==> src/design/ntps_pkg.sv <==
// Shared sizes, register map and bus structs of the NTS key store, referenced by package scope
package ntps_pkg;

  // Sizes
  localparam int num_paths = 4;
  localparam int num_req   = num_paths + 1;
  localparam int req_idx_w = $clog2(num_req);
  localparam int key_w     = 256;
  localparam int key_id_w  = 32;
  localparam int key_slots = 8;
  localparam int slot_w    = 3;
  localparam int wb_adr_w  = 4;
  localparam int wb_dat_w  = 32;
  localparam int key_words = key_w / wb_dat_w;

  //--------------------------------------------------------------------
  // Host register map, word addresses
  //--------------------------------------------------------------------
  localparam logic [wb_adr_w-1:0] reg_build_info = 4'd0;
  localparam logic [wb_adr_w-1:0] reg_git_hash   = 4'd1;
  // Staging words 2 to 9, least significant word first
  localparam logic [wb_adr_w-1:0] reg_key_word0  = 4'd2;
  localparam logic [wb_adr_w-1:0] reg_key_id     = 4'd10;
  localparam logic [wb_adr_w-1:0] reg_commit     = 4'd11;

  //--------------------------------------------------------------------
  // Structs
  //--------------------------------------------------------------------
  typedef struct packed {
    logic                valid;
    logic [key_id_w-1:0] key_id;
    logic [key_w-1:0]    key;
  } key_entry_t;

  typedef struct packed {
    logic              write;
    logic [slot_w-1:0] slot;
    key_entry_t        entry;
  } key_mem_req_t;

  typedef struct packed {
    logic                cyc;
    logic                stb;
    logic                we;
    logic [wb_adr_w-1:0] adr;
    logic [wb_dat_w-1:0] dat;
  } wb_m2s_t;

  typedef struct packed {
    logic                ack;
    logic [wb_dat_w-1:0] dat;
  } wb_s2m_t;

  typedef struct packed {
    logic                req;
    logic [key_id_w-1:0] key_id;
  } path_req_t;

  typedef struct packed {
    logic             ack;
    logic             hit;
    logic [key_w-1:0] key;
  } path_rsp_t;

endpackage

==> src/design/key_store.sv <==
// Key slot memory shared by all requesters, write in the access cycle, registered read
`timescale 1ns/1ps

module key_store (
  input  logic                   sys_clk,
  input  logic                   rst_n,
  input  logic                   mem_valid,
  input  ntps_pkg::key_mem_req_t mem_op,
  output ntps_pkg::key_entry_t   rd_entry
);

  logic [ntps_pkg::key_slots-1:0] slot_valid;
  logic [ntps_pkg::key_id_w-1:0]  slot_id  [ntps_pkg::key_slots];
  logic [ntps_pkg::key_w-1:0]     slot_key [ntps_pkg::key_slots];
  logic                           wr_en;

  assign wr_en = mem_valid & mem_op.write;

  // Valid bits are the only state cleared by reset
  always_ff @(posedge sys_clk or negedge rst_n) begin
    if (!rst_n) begin
      slot_valid <= '0;
    end else if (wr_en) begin
      slot_valid[mem_op.slot] <= mem_op.entry.valid;
    end
  end

  always_ff @(posedge sys_clk) begin
    if (wr_en) begin
      slot_id[mem_op.slot]  <= mem_op.entry.key_id;
      slot_key[mem_op.slot] <= mem_op.entry.key;
    end
  end

  //--------------------------------------------------------------------
  // Read port, data valid the cycle after the access
  //--------------------------------------------------------------------
  always_ff @(posedge sys_clk) begin
    if (mem_valid) begin
      rd_entry.valid  <= slot_valid[mem_op.slot];
      rd_entry.key_id <= slot_id[mem_op.slot];
      rd_entry.key    <= slot_key[mem_op.slot];
    end
  end

endmodule

==> config.mk <==
export PLATFORM = sky130hd
export DESIGN_NAME = key_store
export DESIGN_NICKNAME = d
export VERILOG_FILES = /design/src/design/ntps_pkg.sv /design/src/design/key_store.sv
export SDC_FILE = /design/constraint.sdc
export NUM_CORES = 2
export LEC_CHECK = 0
export BUFFER_PORTS_ARGS = -buffer_cell sky130_fd_sc_hd__buf_2
export CORE_UTILIZATION = 52
export DETAILED_ROUTE_END_ITERATION = 16
export GPL_ROUTABILITY_DRIVEN = 0
export HOLD_SLACK_MARGIN = 0.1
export MAX_ROUTING_LAYER = met4
export PLACE_DENSITY = 0.7
export SLEW_MARGIN = 25
export SYNTH_ARGS = -nofsm -noshare
export SYNTH_HDL_FRONTEND = slang
export SYNTH_SLANG_ARGS = --single-unit
==> constraint.sdc <==
create_clock -name sys_clk -period 1.7 [get_ports sys_clk]
set_clock_uncertainty 0.2 [all_clocks]
set_input_delay 0.34 -clock sys_clk [delete_from_list [all_inputs] [get_ports sys_clk]]
set_output_delay 0.34 -clock sys_clk [all_outputs]
set_load 0.005 [all_outputs]
======== Word level (Yosys, flattened, before mapping) ========
Memories as Yosys holds them, arrays and structs flattened. A register that Yosys moved wholly into a read port is not among the register bits.
Index checks and enable logic that the tools add are counted.
operators by class
  multiplexer cells ....................... 7
  bitwise gates (word level) .............. 1
  reductions and logical operators ........ 1
  magnitude comparators ................... 2
operators by type and width
  cell                                                               number
  bitwise mux 8 bit                                                  1
  less-than comparator 3 x 4 -> 1 bit, second input constant         1
  2-to-1 mux 1 bit                                                   4
  binary-select mux 1 bit (select 3 bit)                             1
  demux 1 bit (select 3 bit)                                         1
  greater-or-equal comparator 3 x 1 -> 1 bit, second input constant  1
  AND 1 bit                                                          1
  logical AND 1 bit                                                  1
word-level totals
  bits in writable memories ............... 2304
  bits in registers ....................... 9
  memories kept ........................... 2
  bits of input ports ..................... 296
  output and inout port bits .............. 289
memories
  memory    depth  width  rd ports  clocked after Yosys merged registers in  write ports  line             text
  slot_key  8      256    1         1                                        1            key_store.sv:14  logic [ntps_pkg::key_w-1:0] slot_key [ntps_pkg::key_slots];
  slot_id   8      32     1         1                                        1            key_store.sv:13  logic [ntps_pkg::key_id_w-1:0] slot_id [ntps_pkg::key_slots];

======== Longest topological paths before layout ========
  depth in word-level cells ............... 5
  gate-level depth with buffers ........... 5

======== Worst setup path before layout ========
OpenSTA, ideal clock, no wires.
  kind .................................... input -> register
  from .................................... in mem_op[289] (netlist bit)
  to ...................................... reg slot_valid[0] (netlist bit)
  slack ................................... -21.354 ns
  stages on the path ...................... 4
  buffers on the path ..................... 2
  arrival ................................. 22.687 ns
  data required time ...................... 1.333 ns
  cell sequence ........................... buf_6 -> buf_2 -> nor3_1 -> mux2_2
between the ends
  longest elaborated chain between the ends .. 5
ends and longest elaborated chain
  item                                                                                                                            line             text
  start, declared                                                                                                                 key_store.sv:8   input ntps_pkg::key_mem_req_t mem_op,
  less-than comparator 3 x 4 -> 1 bit (not written as such) / greater-or-equal comparator 3 x 1 -> 1 bit (equally long branches)  key_store.sv:24  slot_valid[mem_op.slot] <= mem_op.entry.valid;
  logical AND 1 bit (not written as such)                                                                                         key_store.sv:24
  2-to-1 mux 1 bit (not written as such)                                                                                          key_store.sv:24
  demux 1 bit (select 3 bit) (*)                                                                                                  key_store.sv:24
  bitwise mux 8 bit (*)                                                                                                           key_store.sv:24
  end signal, assigned by index                                                                                                   key_store.sv:24
  end, declared                                                                                                                   key_store.sv:12  logic [ntps_pkg::key_slots-1:0] slot_valid;
Every way passes the cells marked *; elsewhere a longest branch is shown, timed or not.
A chain may end at the register's enable or synchronous reset.

======== Worst setup path after layout ========
  from .................................... reg, netlist name rd_entry[95]
  to ...................................... out rd_entry[95] (netlist bit)
RTL lines
  item           line            text
  end, declared  key_store.sv:9  output ntps_pkg::key_entry_t rd_entry
No word-level cell between the ends.

==> results.md <==
* Setup crit end: rd_entry[95]
* Worst slew pin tran at 0.627 ns
* Reg2reg setup slack at -0.11 ns
* Synth Area in XOR/XNOR at 0%
* Synth Area in Compound Gates at 0%
* Most frequent cells in the layout: edfxtp_1 (2593), dlygate4sd3_1 (582), buf_2 (545), mux4_2 (464), mux2_2 (297)
* Final Hold Viols at 0
* Number of top-level pins at 585
* Pwr per Cell Area at 1150 nW/µm²
* Minimum clock period at 2.16 ns
* LEAKAGE at 40.3 nW
* Clk sink count at 2601
* IO buf count at 584
* Drt drc at 0
* Min-delay worst type: in2reg
* Synthesized-area fraction occupied by adder cells at 0%
* Nets at 5566
* CTS buffer count at 279
* CP Launch Type: register
* Final WS setup at -0.458 ns
* Die area at 186000 µm²
* Largest family of logic cells by synthesized area: multiplexers
* Synth top area share at 81.0%
* Tcrit/Tclk final at 127%
* RSZ-0062 raised after global routing: yes
* GRT Residual Overflow at 0
* Synth Area in Simple Gates at 0.0638%
* Critical Path Source: rd_entry[95]
* Sequential element share of the synthesized area at 81.3%
* Crit end category: primary output
* CP arrival at 1.62 ns
* Reg2reg start: slot_key[5][156]
* Synth Area per Inst at 26.3 µm²
* Largest area contributor in the netlist: edfxtp_1
* Max-cap violations at 0
* Commonest non-fill, non-tap cell in the layout: edfxtp_1
* Insertion delay to the later sink of the worst-skew pair at 0.92 ns
* Achievable Freq at 463 MHz
* Root Driver: clkbuf_16
* Setup violators final at 2785
* Total Wirelength at 218000 µm
* Syn Nets at 3947
* Bufs and invs on worst path at 1
* Crit path max-delay cell type: edfxtp_1
* Crit Path Max Fanout at 1
* Crit path largest cell delay at 0.53 ns
* Core region area at 183000 µm²
* Share of layout cells above drive strength 1 at 37.8%
* Post-DRT Antenna Nets at 0
* Status: complete, but fails checks
* Pins Over Slew Limit at 0
* Placement Cell Area at 106000 µm²
* TritonRoute pass-1 iters at 7
* Vias per cell at 5.69
* Setup CP Type: reg2out
* Die height at 432 µm
* Clock Tree Buf Depth at 4
* RR Endpoint: rd_entry[156]
* Min-delay src: mem_valid
* Crit path max-delay family: flip-flops
* Area growth from synthesis to layout at 25.1%
* Syn Inst Count at 3651
* H-tree depth at 5
* Number of cells on the critical path at 1
* Violated checks: setup timing
* Critical Path RT at 1.16 ns
* Synth area leaders: edfxtp_1 (81%), mux4_2 (11%), mux2_2 (3.5%)
* Pin count of the biggest net entering global routing at 61
* WL/cell at 27.4 µm
* FP Rows at 157
* Synthesized flop and latch total at 2601
* Hpwl dp at 129000 µm
* TritonCTS clock tree: built
* Die Wd at 432 µm
* Final Hold Slack at 0.0502 ns
* First-pass GRT wire length at 313000 µm
* Initial DRC count at 3522
* Synth cell types at 16
* Total GRT Usage at 23.9%
* Slew headroom at 58.1%
* Worst R2R Path Depth at 2
* Starting Density at 52.4%
* Hold path cells at 4
* Initial antenna violation count at 32
* Mux contribution to synthesized area at 17.5%
* Clock Pin Slew Worst Setup and Hold Paths at 0.06 ns
* Vias in the first global route at 47600
* Filler cell count at 11500
* Ys Warns at 0
* Vias at 45200
* Finished Cell Area at 120000 µm²
* Synth Cell Area at 96100 µm²
* VDD IR max at 1230 µV
* Sequence of cells on the critical path: buf_2
-- flip-flops by register name, summed over array words and instances, names as in the netlist --
| register | flops |
|---|---|
| rd_entry | 289 |
| slot_valid | 8 |
| slot_key | 2048 |
| slot_id | 256 |
-- through the flow --
step / power, mW / TNS [ns] / worst slack [ns] / util (%) / std cells
2_1_floorplan: 77.7 / - / -7.11 / - / 3651
3_3_place_gp: 80.9 / -1382.04 / -0.684 / 57.6 / 6869
3_5_place_dp: 81.1 / -1377.55 / -0.661 / 57.6 / 6869
4_1_cts: 139 / -538.68 / -0.545 / 65.5 / 7921
5_1_grt: 141 / -694.88 / -0.514 / 65.5 / 7943
6_report: 138 / -661.06 / -0.458 / 65.6 / 7947
-- synthesized netlist by cell type --
cell	n
buf_6	58
nand2_1	1
nor2_1	6
clkbuf_1	53
nand3_1	1
nor3_1	2
mux4_2	464
dfrtp_1	8
mux4_1	114
mux2_2	297
edfxtp_1	2593
buf_2	35
buf_8	6
buf_1	10
nand3b_1	1
nand2b_1	2
-- final cells by class --
class                   count  area [µm²]  area share [%]
flip-flops and latches   2601       78100            65.0
multi-input cells         888       16900            14.1
repair buffers           1500       13600            11.3
clock buffers             333        7380            6.14
well taps                2464        3080            2.57
clock inverters           137        1040           0.870
diodes                     24        60.1          0.0500
-- cells by family after synthesis --
family / count (synthesis)
mux: 875
buf+inv: 162
flops: 2601
simple gates: 13
-- layer usage --
| metal | wire [µm] | track usage (%) | up-vias |
|---|---|---|---|
| li1 | - | - | 19200 |
| met2 | 113000 | 39.4 | 1569 |
| met4 | 10100 | 10.7 | 0 |
| met3 | 11400 | 3.96 | 465 |
| met1 | 83400 | 29.2 | 24000 |
| met5 | 0 | - | - |
-- worst min path at each step --
stage	to	slack, ns
after detailed placement	slot_valid[1]	-0.002
after global routing	slot_id[0][23]	0.02
final	slot_id[0][23]	0.05
after global placement	slot_valid[1]	-0.01
after CTS	slot_id[0][23]	-0.03
after floorplan	slot_valid[0]	-0.16
-- power breakdown --
group / internal [mW] / total (mW) / switching (mW) / leakage (nW)
registers: 72.5 / 73.1 / 0.632 / 23.7
clock network: 32.8 / 56.5 / 23.7 / 4.14
logic: 4.23 / 7.94 / 3.71 / 12.5
total: 110 / 138 / 28.0 / 40.3
-- repair_timing --
action	4_1_cts	5_1_grt
endpoints found under the hold margin	3479	534
gates resized for setup	58	11
pin swaps	0	1
setup endpoints to repair	289	2835
hold buffers	582	5
setup buffers	0	1
Power figures use the tool's default switching activity.
