===== config.mk =====
export PLATFORM = sky130hd
export DESIGN_NAME = key_arbiter
export DESIGN_NICKNAME = d
export VERILOG_FILES = /design/src/design/ntps_pkg.sv /design/src/design/key_arbiter.sv
export SDC_FILE = /design/constraint.sdc
export NUM_CORES = 1
export LEC_CHECK = 0
export BUFFER_PORTS_ARGS = -buffer_cell sky130_fd_sc_hd__clkbuf_2
export CAP_MARGIN = 20
export CORE_AREA = 5 5 691 693
export DETAILED_ROUTE_END_ITERATION = 7
export DIE_AREA = 0 0 696 698
export GPL_TIMING_DRIVEN = 0
export PLACE_DENSITY = 0.3
export SETUP_SLACK_MARGIN = 0.4
export SYNTH_ARGS = -nofsm -noshare
export SYNTH_HDL_FRONTEND = slang
export SYNTH_SLANG_ARGS = --single-unit

===== constraint.sdc =====
create_clock -name sys_clk -period 6.2 [get_ports sys_clk]
set_clock_uncertainty 0.1 [all_clocks]
set_input_delay 1.24 -clock sys_clk [delete_from_list [all_inputs] [get_ports sys_clk]]
set_output_delay 1.24 -clock sys_clk [all_outputs]
set_load 0.02 [all_outputs]

===== src/design/ntps_pkg.sv =====
// Shared sizes, register map and bus structs of the NTS key store, referenced by package scope
package ntps_pkg;

  // Sizes
  localparam int num_paths = 4;
  localparam int num_req   = num_paths + 1;
  localparam int req_idx_w = $clog2(num_req);
  localparam int key_w     = 256;
  localparam int key_id_w  = 32;
  localparam int key_slots = 8;
  localparam int slot_w    = 3;
  localparam int wb_adr_w  = 4;
  localparam int wb_dat_w  = 32;
  localparam int key_words = key_w / wb_dat_w;

  //--------------------------------------------------------------------
  // Host register map, word addresses
  //--------------------------------------------------------------------
  localparam logic [wb_adr_w-1:0] reg_build_info = 4'd0;
  localparam logic [wb_adr_w-1:0] reg_git_hash   = 4'd1;
  // Staging words 2 to 9, least significant word first
  localparam logic [wb_adr_w-1:0] reg_key_word0  = 4'd2;
  localparam logic [wb_adr_w-1:0] reg_key_id     = 4'd10;
  localparam logic [wb_adr_w-1:0] reg_commit     = 4'd11;

  //--------------------------------------------------------------------
  // Structs
  //--------------------------------------------------------------------
  typedef struct packed {
    logic                valid;
    logic [key_id_w-1:0] key_id;
    logic [key_w-1:0]    key;
  } key_entry_t;

  typedef struct packed {
    logic              write;
    logic [slot_w-1:0] slot;
    key_entry_t        entry;
  } key_mem_req_t;

  typedef struct packed {
    logic                cyc;
    logic                stb;
    logic                we;
    logic [wb_adr_w-1:0] adr;
    logic [wb_dat_w-1:0] dat;
  } wb_m2s_t;

  typedef struct packed {
    logic                ack;
    logic [wb_dat_w-1:0] dat;
  } wb_s2m_t;

  typedef struct packed {
    logic                req;
    logic [key_id_w-1:0] key_id;
  } path_req_t;

  typedef struct packed {
    logic             ack;
    logic             hit;
    logic [key_w-1:0] key;
  } path_rsp_t;

endpackage


===== src/design/key_arbiter.sv =====
// Round-robin arbiter granting one key store access per cycle to paths and host
`timescale 1ns/1ps

module key_arbiter (
  input  logic                          sys_clk,
  input  logic                          rst_n,
  input  logic [ntps_pkg::num_req-1:0]  req,
  input  ntps_pkg::key_mem_req_t        op [ntps_pkg::num_req],
  output logic [ntps_pkg::num_req-1:0]  grant,
  output ntps_pkg::key_mem_req_t        mem_op,
  output logic                          mem_valid
);

  logic [ntps_pkg::num_req-1:0]   eligible;
  logic [ntps_pkg::num_req-1:0]   grant_d;
  logic [ntps_pkg::req_idx_w-1:0] ptr_q;
  logic [ntps_pkg::req_idx_w-1:0] win_idx;

  // The current winner still holds its request this cycle
  assign eligible = req & ~grant;

  // Scan from the highest offset down so the nearest requester wins
  always_comb begin
    int idx;
    grant_d = '0;
    win_idx = ptr_q;
    for (int i = ntps_pkg::num_req - 1; i >= 0; i--) begin
      idx = int'(ptr_q) + i;
      if (idx >= ntps_pkg::num_req) idx = idx - ntps_pkg::num_req;
      if (eligible[idx]) begin
        grant_d      = '0;
        grant_d[idx] = 1'b1;
        win_idx      = ntps_pkg::req_idx_w'(idx);
      end
    end
  end

  always_ff @(posedge sys_clk or negedge rst_n) begin
    if (!rst_n) begin
      grant <= '0;
      ptr_q <= '0;
    end else begin
      grant <= grant_d;
      if (|grant_d)
        ptr_q <= (win_idx == ntps_pkg::req_idx_w'(ntps_pkg::num_req - 1)) ? '0 : win_idx + 1'b1;
    end
  end

  //--------------------------------------------------------------------
  // Store port mux, grant is one-hot
  //--------------------------------------------------------------------
  always_comb begin
    mem_op = '0;
    for (int i = 0; i < ntps_pkg::num_req; i++) begin
      if (grant[i]) mem_op = op[i];
    end
  end

  assign mem_valid = |grant;

endmodule


Word-level counts from Yosys, hierarchy flattened
Cells that the tools add are included.

Flip-flop bits (word level): 8. Input port bits: 1472. Word-level logic and storage cells: 83.

Reduce and logical (&&, ||, !) cells: 7. $lt $le $gt $ge: 15. Multiplexer cells: 46. Equality and inequality tests: 1. Bitwise operators: 2. $add $sub $neg: 10.

Operators with widths (count): $mux W293 (5); $ge A32 B1 Y1 const B (5); $lt A32 B5 Y1 const B (5); $mux W32 (5); $mux W5 (5); $sub A4 B3 Y5 const B (4); $mux W3 (6); $ge A4 B3 Y1 const B (4); $bmux W1 S3 (5); $demux W1 S3 (5); $mux W1 (15); $reduce_or A5 Y1 (2); $add A3 B2 Y4 const B (2); $and A5 B5 Y5 (1); $logic_and A1 B1 Y1 (5); $not A5 Y5 (1); $add A3 B1 Y4 const B (1); $add A3 B3 Y4 const B (1); $sub A3 B3 Y4 const B (1); $add A3 B1 Y3 const B (1); $eq A3 B3 Y1 const B (1); $ge A3 B3 Y1 const B (1).

Logic depth before layout (Yosys ltp)
Word-level depth: 13. Depth in mapped cells: 20. Depth with buffers taken out: 18.

Least setup slack after synthesis
Ideal clock, no wire load.

Path kind: flip-flop to flip-flop. From: reg ptr_q[1] in the netlist's numbering. To: reg ptr_q[1] in the netlist's numbering. Data required time: 5975 ps. Arrival: 3678 ps. Library setup time: 125 ps. Slack: 2297 ps. Stages on the path, launching flop included: 15. Buffers on the path: 1. Path through: dfrtp_1 buf_4 inv_1 ha_1 ha_1 a211o_1 a211oi_1 and2b_1 and2b_4 nor2_4 mux2_1 nand2_1 a21oi_4 nor4b_4 mux2_4.

Cells in the longest elaborated chain, start to end: 13. Elaborated cells on any way between the ends: 73. Those cells by class: add/sub (10); order compare (15); eq/ne (1); mux (41); reduce/logical (6).

Ends and longest elaborated chain: from (decl) (line key_arbiter.sv:16) `logic [ntps_pkg::req_idx_w-1:0] ptr_q;`; from (signal assigned) (line key_arbiter.sv:45) `ptr_q <= (win_idx == ntps_pkg::req_idx_w'(ntps_pkg::num_req - 1)) ? '0 : win_idx + 1'b1;`; $add A3 B3 Y4 (line key_arbiter.sv:28) `idx = int'(ptr_q) + i;`; $sub A4 B3 Y5 or $ge A4 B3 Y1 (tied branches) (line key_arbiter.sv:29) `if (idx >= ntps_pkg::num_req) idx = idx - ntps_pkg::num_req;`; $mux W32 (line key_arbiter.sv:29); $ge A32 B1 Y1 (not written as such) or $lt A32 B5 Y1 (tied branches) (line key_arbiter.sv:32) `grant_d[idx] = 1'b1;`; $logic_and A1 B1 Y1 (not written as such) (line key_arbiter.sv:32); $mux W1 (not written as such) (line key_arbiter.sv:32); $demux W1 S3 (line key_arbiter.sv:32); $mux W5 (4 in series) (line key_arbiter.sv:30) `if (eligible[idx]) begin`; $mux W5 * (line key_arbiter.sv:30); net grant_d (one bit) (line key_arbiter.sv:15) `logic [ntps_pkg::num_req-1:0] grant_d;`; $reduce_or A5 Y1 * (line key_arbiter.sv:44) `if (|grant_d)`.

Mark *: on every way through the listed nets, which the timed path passes. The rest lies on a longest branch. The select of a mux whose other input is x is not followed. A chain may end at the register's enable or synchronous reset.

==> flow_metrics.py <==
metrics = {
    "final_layout": {
        "nFillCells": 56502,
        "nets": 5944,
        "area_growth_pct": 134.7,
        "drive_gt1_share_pct": 42.91,
    },
    "detailed_routing": {
        "drc": 0,
        "via_count": 32136,
        "dr.first_iter.drc_count": 3489,
        "routed_wl_microns": 452300,
        "dr.pass1.iters": 5,
        "via_per_inst": 2.974,
        "final_antenna_net_count": 0,
        "wl_per_cell_microns": 41.85,
    },
    "sta": {
        "period_minus_slack_ns": 5.832,
        "hold_viol": 0,
        "finalMaxSlewViolations": 0,
        "whs_ns": 0.7641,
        "finalSetupTns_ns": 0,
        "rsz0062_at_grt": "yes",
        "relSlewSlack_pct": 8.958,
        "post-route-period-util_pct": 94.07,
        "tightest_slew_ns": 1.366,
        "setup_viol": 0,
        "fmax_mhz": 171.5,
    },
    "synthesis": {
        "async_flop_share_pct": 100.0,
        "synth_edf_count": 0,
        "ys_top_cells_by_area": "a21oi_1, nor2_1, a22oi_1",
        "synth_fp_nets": 4129,
        "yosysWarnings": 0,
        "yosysSeqAreaShare_pct": 1.509,
        "synthCells": 2641,
        "synth_top_area_share_pct": 23.35,
        "post_synth.cell_area_avg_sq_um": 5.023,
        "synth_flop_cell": "dfrtp_1",
        "synthMuxAreaShare_pct": 1.217,
        "ys_types": 82,
        "synth_compound_area_share_pct": 56.34,
        "synth_top_family_by_area": "compound AO/OA/AOI/OAI gates",
        "synthesis.area_sq_um": 13270,
        "synthAdderAreaFrac_pct": 1.566,
        "yosysTopAreaCell": "a21oi_1",
        "synth_seq_cells": 8,
        "synthSimpleGateAreaFrac_pct": 30.30,
        "synth_xor_area_share_pct": 0.3301,
    },
    "run_status": {
        "status": "complete, no violations",
    },
    "floorplan": {
        "row_count": 252,
        "die_area_sq_um": 485800,
        "core-area_sq_um": 470100,
        "io_pins": 1771,
        "fp.dieW_microns": 696,
        "fp.dieH_microns": 698,
        "start_util_pct": 2.822,
    },
    "setup_path": {
        "r2r_slack_ns": 1.19,
        "r2r-start": "ptr_q[1]",
        "worstRegToRegCells": 14,
        "crit_fanout": 10,
        "crit_path_start_kind": "register",
        "path_class": "reg -> out",
        "cp.arrival_ns": 4.49,
        "end_kind": "primary output",
        "rr_endpoint": "ptr_q[1]",
        "worst_ep_required_time_ns": 4.86,
    },
    "pwr": {
        "p_leak_nw": 12.63,
        "internal-power_mw": 4.555,
        "p_comb_share_pct": 98.5,
        "irDropWorstVdd_v": 0.0002473,
        "swShare_pct": 75.33,
        "clkPwrFrac_pct": 0.6,
        "p_total_mw": 18.47,
        "p_seq_share_pct": 0.9,
        "p_sw_mw": 13.91,
        "power.density_nw_per_um2": 593.2,
    },
    "global_route": {
        "antenna_found_initial": 533,
        "track_usage_pct": 17.69,
        "grt_pass1_vias": 29561,
        "grt_pass1_wl_microns": 514900,
        "grt_overflow_total": 0,
        "grt_max_degree": 13,
    },
    "clock_tree": {
        "clkTransAtPathRegs_ns": 0.04,
        "tritoncts": "yes",
        "cts_sinks": 8,
        "clk_latency_ns": 0.23,
        "clk_path_buf_depth": 2,
        "cts_hold_buf": 0,
        "clock-root-buffer": "clkbuf_16",
        "htreeDepth": 1,
        "cts_buffers": 3,
    },
    "worst_hold_path": {
        "hp-class": "in -> async",
    },
    "placement": {
        "port_buffers": 1770,
        "place.gp.congestion": 0.9839,
        "hpwl_microns": 430000,
    },
    "run": {
        "cap_violations": 0,
    },
}
## how the worst max path moves through the flow
stage | start | to | slack (ns)
after floorplan | ptr_q[1] | ptr_q[1] | 2.30
after global placement | grant[1] | mem_op[157] | -3.31
after detailed placement | grant[1] | mem_op[157] | -0.71
after CTS | grant[2] | mem_op[256] | 0.27
after global routing | grant[1] | mem_op[256] | 0.37
final | grant[1] | mem_op[160] | 0.37
## sequential cells by signal, indices dropped and copies added, names as in the netlist
register  count
grant         5
ptr_q         3
## metrics by stage
step           util, %  instance area (sq um)  cells  setup slack, ns
5_1_grt          6.582                  30940  10729           0.3656
3_5_place_dp     6.513                  30620  10674          -0.7142
4_1_cts          6.550                  30790  10677           0.2750
3_3_place_gp     6.362                  29910  10634           -3.312
2_1_floorplan        -                  13270   2641            2.297
6_report         6.623                  31130  10806           0.3676
## cell usage after synthesis (7+ instances only)
cell,instances
ha_1,15
clkbuf_1,216
nand2b_1,11
o22ai_1,7
mux2i_1,11
a21oi_1,619
buf_2,9
buf_1,45
dfrtp_1,8
inv_1,14
nor3_1,7
nand2_1,318
nor4_1,8
o21ai_0,311
nor2_1,618
nor2b_1,9
a22oi_1,296
## logic make-up (layout without fill, tap and decap cells)
logic type,after synthesis,in the layout
AOI/OAI and AO/OA,1295,1295
xor gates and xnor gates,5,5
adders and majority gates,16,16
buffers and inverters,293,2106
DFF,8,8
muxes,15,15
other,0,129
and+or+nand+nor,1009,1009
## power by group through the flow
stage / clock, mW / sequential (mW) / combinational, mW
2_1_floorplan: 0 / 0.134 / 7.90
3_3_place_gp: 0 / 0.167 / 18.3
3_5_place_dp: 0 / 0.167 / 18.5
4_1_cts: 0.112 / 0.166 / 18.6
5_1_grt: 0.116 / 0.167 / 19.3
6_report: 0.110 / 0.163 / 18.2
## area by class of cell
type                    instances  area, sq um  share of cell area [%]
multi-input cells            2340        11970                   38.44
well taps                    6223         7786                   25.01
flip-flops and latches          8        200.2                  0.6430
plain buffers                 277         1187                   3.814
clock buffers                   3        75.07                  0.2411
inverters                      16        60.06                  0.1929
repair buffers               1810         9534                   30.62
diodes                        129        322.8                   1.037
## routing by layer
metal / wire length, microns / global-route usage, % / vias to the layer above
met5: 1849 / 0 / -
met1: 168100 / 19.61 / 15217
li1: - / - / 13220
met3: 55000 / 8.913 / 952
met4: 11420 / 2.861 / 286
met2: 215900 / 30.58 / 2461
## timing repair
action | CTS | global route
endpoints found under the setup margin | 178 | 9
pin swaps | 0 | 0
setup buffers | 0 | 0
resized for setup | 41 | 11
## worst max-delay path, cell delays in order (launching register included)
cell and delay (ns):
dfrtp_1 0.49, clkbuf_4 0.46, nor2b_1 0.09, clkbuf_2 0.26, clkbuf_8 0.28, buf_12 0.19
clkbuf_8 0.25, a22oi_1 0.87, nor2_1 0.19, a21oi_1 0.18, nor2_1 0.06, a21oi_1 0.35
o21ai_1 0.18, clkbuf_2 0.27
## layout by cell type (no fill, tap or decap), types with 11 or more instances in the layout
master	count
a21oi_1	611
buf_1	45
o21ai_0	301
clkbuf_2	1798
o21ai_1	11
clkbuf_1	176
nor2_1	616
buf_8	12
nand2_1	318
a22oi_1	292
ha_1	15
diode_2	129
nand2b_1	11
inv_1	14
buf_2	11
mux2i_1	11
(Power assumes the default switching activity.)
