$ cat src/design/ntps_pkg.sv
// Shared sizes, register map and bus structs of the NTS key store, referenced by package scope
package ntps_pkg;

  // Sizes
  localparam int num_paths = 4;
  localparam int num_req   = num_paths + 1;
  localparam int req_idx_w = $clog2(num_req);
  localparam int key_w     = 256;
  localparam int key_id_w  = 32;
  localparam int key_slots = 8;
  localparam int slot_w    = 3;
  localparam int wb_adr_w  = 4;
  localparam int wb_dat_w  = 32;
  localparam int key_words = key_w / wb_dat_w;

  //--------------------------------------------------------------------
  // Host register map, word addresses
  //--------------------------------------------------------------------
  localparam logic [wb_adr_w-1:0] reg_build_info = 4'd0;
  localparam logic [wb_adr_w-1:0] reg_git_hash   = 4'd1;
  // Staging words 2 to 9, least significant word first
  localparam logic [wb_adr_w-1:0] reg_key_word0  = 4'd2;
  localparam logic [wb_adr_w-1:0] reg_key_id     = 4'd10;
  localparam logic [wb_adr_w-1:0] reg_commit     = 4'd11;

  //--------------------------------------------------------------------
  // Structs
  //--------------------------------------------------------------------
  typedef struct packed {
    logic                valid;
    logic [key_id_w-1:0] key_id;
    logic [key_w-1:0]    key;
  } key_entry_t;

  typedef struct packed {
    logic              write;
    logic [slot_w-1:0] slot;
    key_entry_t        entry;
  } key_mem_req_t;

  typedef struct packed {
    logic                cyc;
    logic                stb;
    logic                we;
    logic [wb_adr_w-1:0] adr;
    logic [wb_dat_w-1:0] dat;
  } wb_m2s_t;

  typedef struct packed {
    logic                ack;
    logic [wb_dat_w-1:0] dat;
  } wb_s2m_t;

  typedef struct packed {
    logic                req;
    logic [key_id_w-1:0] key_id;
  } path_req_t;

  typedef struct packed {
    logic             ack;
    logic             hit;
    logic [key_w-1:0] key;
  } path_rsp_t;

endpackage

$ cat src/design/host_key_regs.sv
// Wishbone classic register slave for build info and key staging, issues store commits
`timescale 1ns/1ps

module host_key_regs #(
  parameter logic [31:0] build_info = 32'h0,
  parameter logic [31:0] git_hash   = 32'h0
) (
  input  logic                   sys_clk,
  input  logic                   rst_n,
  input  ntps_pkg::wb_m2s_t      wb_in,
  output ntps_pkg::wb_s2m_t      wb_out,
  output logic                   mem_req,
  output ntps_pkg::key_mem_req_t mem_op,
  input  logic                   mem_grant
);

  logic                                            ack_q;
  logic                                            commit_pend;
  logic                                            commit_valid;
  logic [ntps_pkg::key_words-1:0][ntps_pkg::wb_dat_w-1:0] key_stage;
  logic [ntps_pkg::key_id_w-1:0]                   staged_id;
  logic [ntps_pkg::wb_dat_w-1:0]                   rd_dat;
  logic [ntps_pkg::wb_dat_w-1:0]                   rd_mux;
  logic [ntps_pkg::wb_adr_w-1:0]                   word_idx;
  logic                                            is_key_word;
  logic                                            start;
  logic                                            is_commit;

  // New access: first cycle with cyc and stb while nothing is outstanding
  assign start     = wb_in.cyc & wb_in.stb & ~ack_q & ~commit_pend;
  assign is_commit = wb_in.we & (wb_in.adr == ntps_pkg::reg_commit);

  assign word_idx    = wb_in.adr - ntps_pkg::reg_key_word0;
  assign is_key_word = (wb_in.adr >= ntps_pkg::reg_key_word0) &&
                       (word_idx < ntps_pkg::wb_adr_w'(ntps_pkg::key_words));

  //--------------------------------------------------------------------
  // Read decode
  //--------------------------------------------------------------------
  always_comb begin
    rd_mux = '0;
    if (wb_in.adr == ntps_pkg::reg_build_info) rd_mux = build_info;
    else if (wb_in.adr == ntps_pkg::reg_git_hash) rd_mux = git_hash;
    else if (wb_in.adr == ntps_pkg::reg_key_id) rd_mux = staged_id;
    else if (is_key_word) rd_mux = key_stage[word_idx[$clog2(ntps_pkg::key_words)-1:0]];
  end

  always_ff @(posedge sys_clk) begin
    if (start) rd_dat <= rd_mux;
  end

  //--------------------------------------------------------------------
  // Ack, staging writes and commit request
  //--------------------------------------------------------------------
  always_ff @(posedge sys_clk or negedge rst_n) begin
    if (!rst_n) begin
      ack_q        <= 1'b0;
      commit_pend  <= 1'b0;
      commit_valid <= 1'b0;
      key_stage    <= '0;
      staged_id    <= '0;
    end else begin
      // Commit acks one cycle after its grant
      ack_q <= (start & ~is_commit) | (commit_pend & mem_grant);
      if (start && is_commit) begin
        commit_pend  <= 1'b1;
        commit_valid <= wb_in.dat[0];
      end else if (mem_grant) begin
        commit_pend <= 1'b0;
      end
      if (start && wb_in.we) begin
        if (wb_in.adr == ntps_pkg::reg_key_id) staged_id <= wb_in.dat;
        else if (is_key_word)
          key_stage[word_idx[$clog2(ntps_pkg::key_words)-1:0]] <= wb_in.dat;
      end
    end
  end

  assign wb_out.ack = ack_q;
  assign wb_out.dat = rd_dat;

  assign mem_req             = commit_pend;
  assign mem_op.write        = 1'b1;
  assign mem_op.slot         = staged_id[ntps_pkg::slot_w-1:0];
  assign mem_op.entry.valid  = commit_valid;
  assign mem_op.entry.key_id = staged_id;
  assign mem_op.entry.key    = key_stage;

endmodule

$ cat config.mk
export PLATFORM = sky130hd
export DESIGN_NAME = host_key_regs
export DESIGN_NICKNAME = d
export VERILOG_FILES = /design/src/design/ntps_pkg.sv /design/src/design/host_key_regs.sv
export SDC_FILE = /design/constraint.sdc
export NUM_CORES = 1
export LEC_CHECK = 0
export BUFFER_PORTS_ARGS = -buffer_cell sky130_fd_sc_hd__buf_2
export CAP_MARGIN = 20
export CORE_ASPECT_RATIO = 0.9
export CORE_UTILIZATION = 55
export CTS_CLUSTER_DIAMETER = 200
export DETAILED_ROUTE_END_ITERATION = 10
export PLACE_DENSITY = 0.81
export SLEW_MARGIN = 30
export SYNTH_ARGS = -nofsm -noshare
export SYNTH_HDL_FRONTEND = slang
export SYNTH_SLANG_ARGS = --single-unit
$ cat constraint.sdc
create_clock -name sys_clk -period 4.6 [get_ports sys_clk]
set_input_delay 0 -clock sys_clk [delete_from_list [all_inputs] [get_ports sys_clk]]
set_output_delay 0 -clock sys_clk [all_outputs]
set_load 0.02 [all_outputs]
# After elaboration in Yosys (flattened, before gate mapping)

Index checks and enable logic that the tools add are counted.

Register bits after elaboration: 323
Bits of input ports: 42
Output and inout port bits: 327
Word-level logic and storage cells: 50

$add $sub $neg: 1
Magnitude comparators: 4
Eq/ne operators: 3
Mux-type cells: 9
Bitwise operators: 11
Reduce and logical (&&, ||, !) cells: 9

Operator list:

| operator                                                          | count |
|---|---|
| bitwise mux 256 bit                                               | 1 |
| 2-to-1 mux 32 bit                                                 | 4 |
| binary-select mux 32 bit (select 3 bit)                           | 1 |
| demux 32 bit (select 3 bit)                                       | 1 |
| == test 4 bit, second input constant                              | 2 |
| AND 1 bit                                                         | 6 |
| == test 4 x 1 -> 1 bit, second input constant                     | 1 |
| greater-or-equal comparator 4 x 2 -> 1 bit, second input constant | 1 |
| logical AND 1 bit                                                 | 4 |
| logical NOT 4 bit                                                 | 1 |
| < comparator 3 x 4 -> 1 bit, second input constant                | 1 |
| < comparator 4 bit, second input constant                         | 1 |
| NOT 1 bit                                                         | 4 |
| subtractor 4 x 2 -> 4 bit, second input constant                  | 1 |
| greater-or-equal comparator 3 x 1 -> 1 bit, second input constant | 1 |
| AND reduction 3 bit                                               | 1 |
| 2-to-1 mux 1 bit                                                  | 2 |
| AND reduction 2 bit                                               | 1 |
| nonzero test 2 bit                                                | 1 |
| OR reduction 2 bit                                                | 1 |
| OR 1 bit                                                          | 1 |

# Logic depth before layout (Yosys ltp)

Depth in word-level cells: 6
Mapped depth: 8

# Least setup slack after synthesis

Ideal clock, no wire load.

Path kind: register to register
Start point: register commit_pend (netlist: mem_req)
End point: register key_stage, in the netlist mem_op[1]
Library setup time: 0.125 ns
Data arrival time: 2.604 ns
Data required time: 4.475 ns
Slack: 1.872 ns
Stages on the path, launching flop included: 6
Buffers on the path: 1
Cell sequence: dfrtp_1 and4bb_2 nand2_2 a2111oi_4 buf_4 mux2_2

Word-level cells in the longest chain between the ends: 4

RTL lines:

| element                        | line                | source |
|---|---|---|
| start: declaration             | host_key_regs.sv:18 | `logic commit_pend;` |
| start signal: assignment       | host_key_regs.sv:58 | `commit_pend <= 1'b0;` |
| start signal: assignment       | host_key_regs.sv:66 | `commit_pend <= 1'b1;` |
| start signal: assignment       | host_key_regs.sv:69 | `commit_pend <= 1'b0;` |
| NOT 1 bit                      | host_key_regs.sv:30 | `assign start = wb_in.cyc & wb_in.stb & ~ack_q & ~commit_pend;` |
| AND 1 bit                      | host_key_regs.sv:30 |  |
| net start                      | host_key_regs.sv:26 | `logic start;` |
| logical AND 1 bit              | host_key_regs.sv:71 | `if (start && wb_in.we) begin` |
| AND reduction 3 bit (no line)  | -                   |  |
| end signal: indexed assignment | host_key_regs.sv:74 | `key_stage[word_idx[$clog2(ntps_pkg::key_words)-1:0]] <= wb_in.dat;` |
| end: declaration               | host_key_regs.sv:20 | `logic [ntps_pkg::key_words-1:0][ntps_pkg::wb_dat_w-1:0] key_stage;` |

The timed path passes the listed nets, and every way through them passes these cells.
A chain may end at the register's enable or synchronous reset.

# Worst setup path after layout

Start point: register commit_pend (netlist: mem_req)
End point: register key_stage, in the netlist mem_op[135]

The elaborated chain is that of the path after synthesis.

==> results.json <==
{
  "worstHoldPathType": "input port to flip-flop",
  "rsz0062_at_grt": "false",
  "holdWs_ns": 0.0378,
  "worst_slew_pin_slew_ns": 1.03,
  "final_antenna_net_count": 0,
  "die_y_um": 157,
  "min_from": "wb_in[32]",
  "final_max_slew_viol_count": 0,
  "use_met2_pct": 52.1,
  "p_leak_nw": 9.92,
  "drc": 0,
  "grt_remaining_overflow": 0,
  "critPathBufInv": 1,
  "avgSynthCellArea_sq_um": 15.5,
  "gp_congestion": 0.826,
  "final_cell_mix": "buf_2 (365), dfrtp_1 (291), mux2_2 (188), mux2i_1 (129), mux2_4 (90)",
  "ir_drop_mv": 0.407,
  "switching_share_pct": 29.8,
  "die_w_um": 175,
  "status": "finished, final reports clean",
  "dp_cells": 1623,
  "pwr-share-seq_pct": 45.1,
  "fin_ws_ns": 2.02,
  "drive_gt1_share_pct": 53.9,
  "crit_path_start_kind": "flip-flop",
  "dieArea_sq_um": 27500,
  "powerDensity_nw_per_um2": 411,
  "cts.repair.resized": 0,
  "cts_tree": "yes",
  "hold_violations": 0,
  "root_buffer": "clkbuf_16",
  "maxCapViolCount": 0,
  "synth_flop_cell": "dfrtp_1",
  "initial_core_util_pct": 56.4,
  "p_sw_mw": 2.27,
  "synthTopCellsByArea": "dfrtp_1 (49%), mux2_2 (14%), mux2_4 (9.1%), mux2i_1 (8.7%), edfxtp_1 (6.5%)",
  "seq_area_frac_synth_pct": 55.8,
  "reg2reg_from": "mem_req",
  "critPathMaxStageDelay_ns": 0.81,
  "grt_antenna_before_repair": 0,
  "critPathMaxFanout": 25,
  "power_frac_comb_pct": 20.2,
  "grt_pass1_vias": 10700,
  "fin_setup_tns_ns": 0,
  "endpoint_kind": "flip-flop",
  "synth_area_sq_um": 14800,
  "met3_usage_pct": 9.06,
  "synth_fp_nets": 1000,
  "internal_power_mw": 5.35,
  "path_class": "flip-flop to flip-flop",
  "path_cells": "and4bb_2 > nand2_2 > a2111oi_4 > buf_12 > mux2_2",
  "period_share_pct": 56.2,
  "fmax_mhz": 387,
  "cp_slowest_cell": "a2111oi_4",
  "wire_per_inst_um": 25.4,
  "cpLargestDelayFamily": "compound AO/OA/AOI/OAI gates",
  "p_clk_share_pct": 34.7,
  "synth_edf_count": 32,
  "diodes": 0,
  "coreArea_sq_um": 26200,
  "min_period_ns": 2.58,
  "yosysTopAreaCell": "dfrtp_1",
  "grt_max_degree": 126,
  "yosysTopAreaCellShare_pct": 49.3,
  "cts_sinks": 323,
  "setup_violations": 0,
  "num_vias": 10300,
  "r2r_slack_ns": 2.02,
  "synthCells": 952,
  "cp.arrival_ns": 2.98,
  "cts_buffer_depth": 3,
  "cts_buffers": 35,
  "fin_cells": 1721,
  "grt.busiest_layer": "met2",
  "grtUsageMet1_pct": 40.3,
  "layout_commonest_cell": "buf_2",
  "first_pass_iters": 5,
  "drt_wl_total_um": 43700,
  "path_clk_slew_ns": 0.06,
  "clock_latency_ns": 0.51,
  "pre_cts_slack_ns": 1.52,
  "fin_worst_skew_ns": 0.0151,
  "fin_nets": 1397,
  "drtIter0Drc": 675,
  "port_buffers": 367,
  "grt.total_usage_pct": 31.9,
  "crit_start": "mem_req",
  "grt_pass1_wl_um": 66000,
  "htreeDepth": 2,
  "synth_cell_types": 32,
  "ys_warn_count": 0,
  "area_delta_synth_final_pct": 25.4,
  "viasPerCell": 5.97,
  "max_slew_margin_pct": 31.1,
  "ys_ff_latch": 323,
  "placementRows": 56,
  "async_flop_share_pct": 90.1,
  "io_pins": 369,
  "required_ns": 4.99,
  "dp_hpwl_um": 28300
}
-- sequential cells by signal (all words and copies together), names as in the netlist --
signal / count
rd_dat: 32
commit_valid: 1
ack_q: 1
mem_op: 256
mem_req: 1
staged_id: 32
-- power by group through the flow --
stage | sequential (mW) | clock, mW | combinational [mW]
after floorplan | 3.78 | 0 | 0.563
after global placement | 3.47 | 0 | 1.46
after detailed placement | 3.48 | 0 | 1.51
after CTS | 3.43 | 2.67 | 1.54
after global routing | 3.47 | 2.78 | 1.63
final | 3.44 | 2.64 | 1.54
-- through the flow --
step           cell area (sq um)  util (%)  power, mW
2_1_floorplan              14800         -       4.34
3_3_place_gp               16800      64.3       4.93
3_5_place_dp               17100      65.2       4.99
4_1_cts                    18500      70.6       7.64
5_1_grt                    18500      70.7       7.88
6_report                   18500      70.7       7.62
-- cell type report --
| cell class | count | area [sq um] |
|---|---|---|
| Sequential cell | 323 | 8240 |
| Clock buffer | 52 | 980 |
| Inverter | 8 | 30.0 |
| Timing Repair Buffer | 430 | 2620 |
| Fill cell | 1811 | 7670 |
| Multi-Input combinational cell | 551 | 6140 |
| Tap cell | 348 | 435 |
| Clock inverter | 9 | 77.6 |
-- tightest hold or removal path, stage by stage --
cell     delay, ns
buf_2         0.23
nand3_1       0.15
o21ai_0       0.08
nand2_1       0.05
-- synthesized netlist by cell type, drive strengths merged, types with 2 or more instances --
master,number
clkbuf,23
dfrtp,291
nand3,2
mux2,289
o21ai,2
edfxtp,32
mux2i,129
a22oi,64
nand2,4
a2111oi,5
a2111o,3
inv,8
ha,6
buf,47
a32o,32
nor2,4
nand2b,3
-- repair_timing --
item | CTS | global route
hold endpoints to repair | 402 | 30
hold buffers | 35 | 1
setup buffers | 0 | 0
-- cell families after synthesis --
group                    after synthesis  share of synthesized area (%)
AND/OR/NAND/NOR                       16                          0.584
flip-flops                           323                           55.8
buffers and inverters                 78                           3.01
adder cells (fa/ha/maj)                6                          0.508
multiplexers                         418                           33.1
XOR/XNOR                               1                         0.0593
AO/OA/AOI/OAI                        109                           6.96
other                                  1                         0.0254
-- metal layers --
| layer | vias up | part of all wire, % |
|---|---|---|
| li1 | 4379 | - |
| met1 | 5257 | 40 |
| met2 | 533 | 48 |
| met3 | 105 | 8.7 |
| met4 | 0 | 3.1 |
| met5 | - | 0 |
-- path summary, 6_finish.rpt --
path	endpoint	cells after the start
worst min register to register	commit_valid	1
worst max-delay path	mem_op[135]	5
min in group asynchronous	mem_op[59]	3
max in group asynchronous	mem_op[23]	5
worst min-delay path	ack_q	4
worst max register to register	mem_op[135]	5
Note: power is estimated with default switching activity, not from simulation.
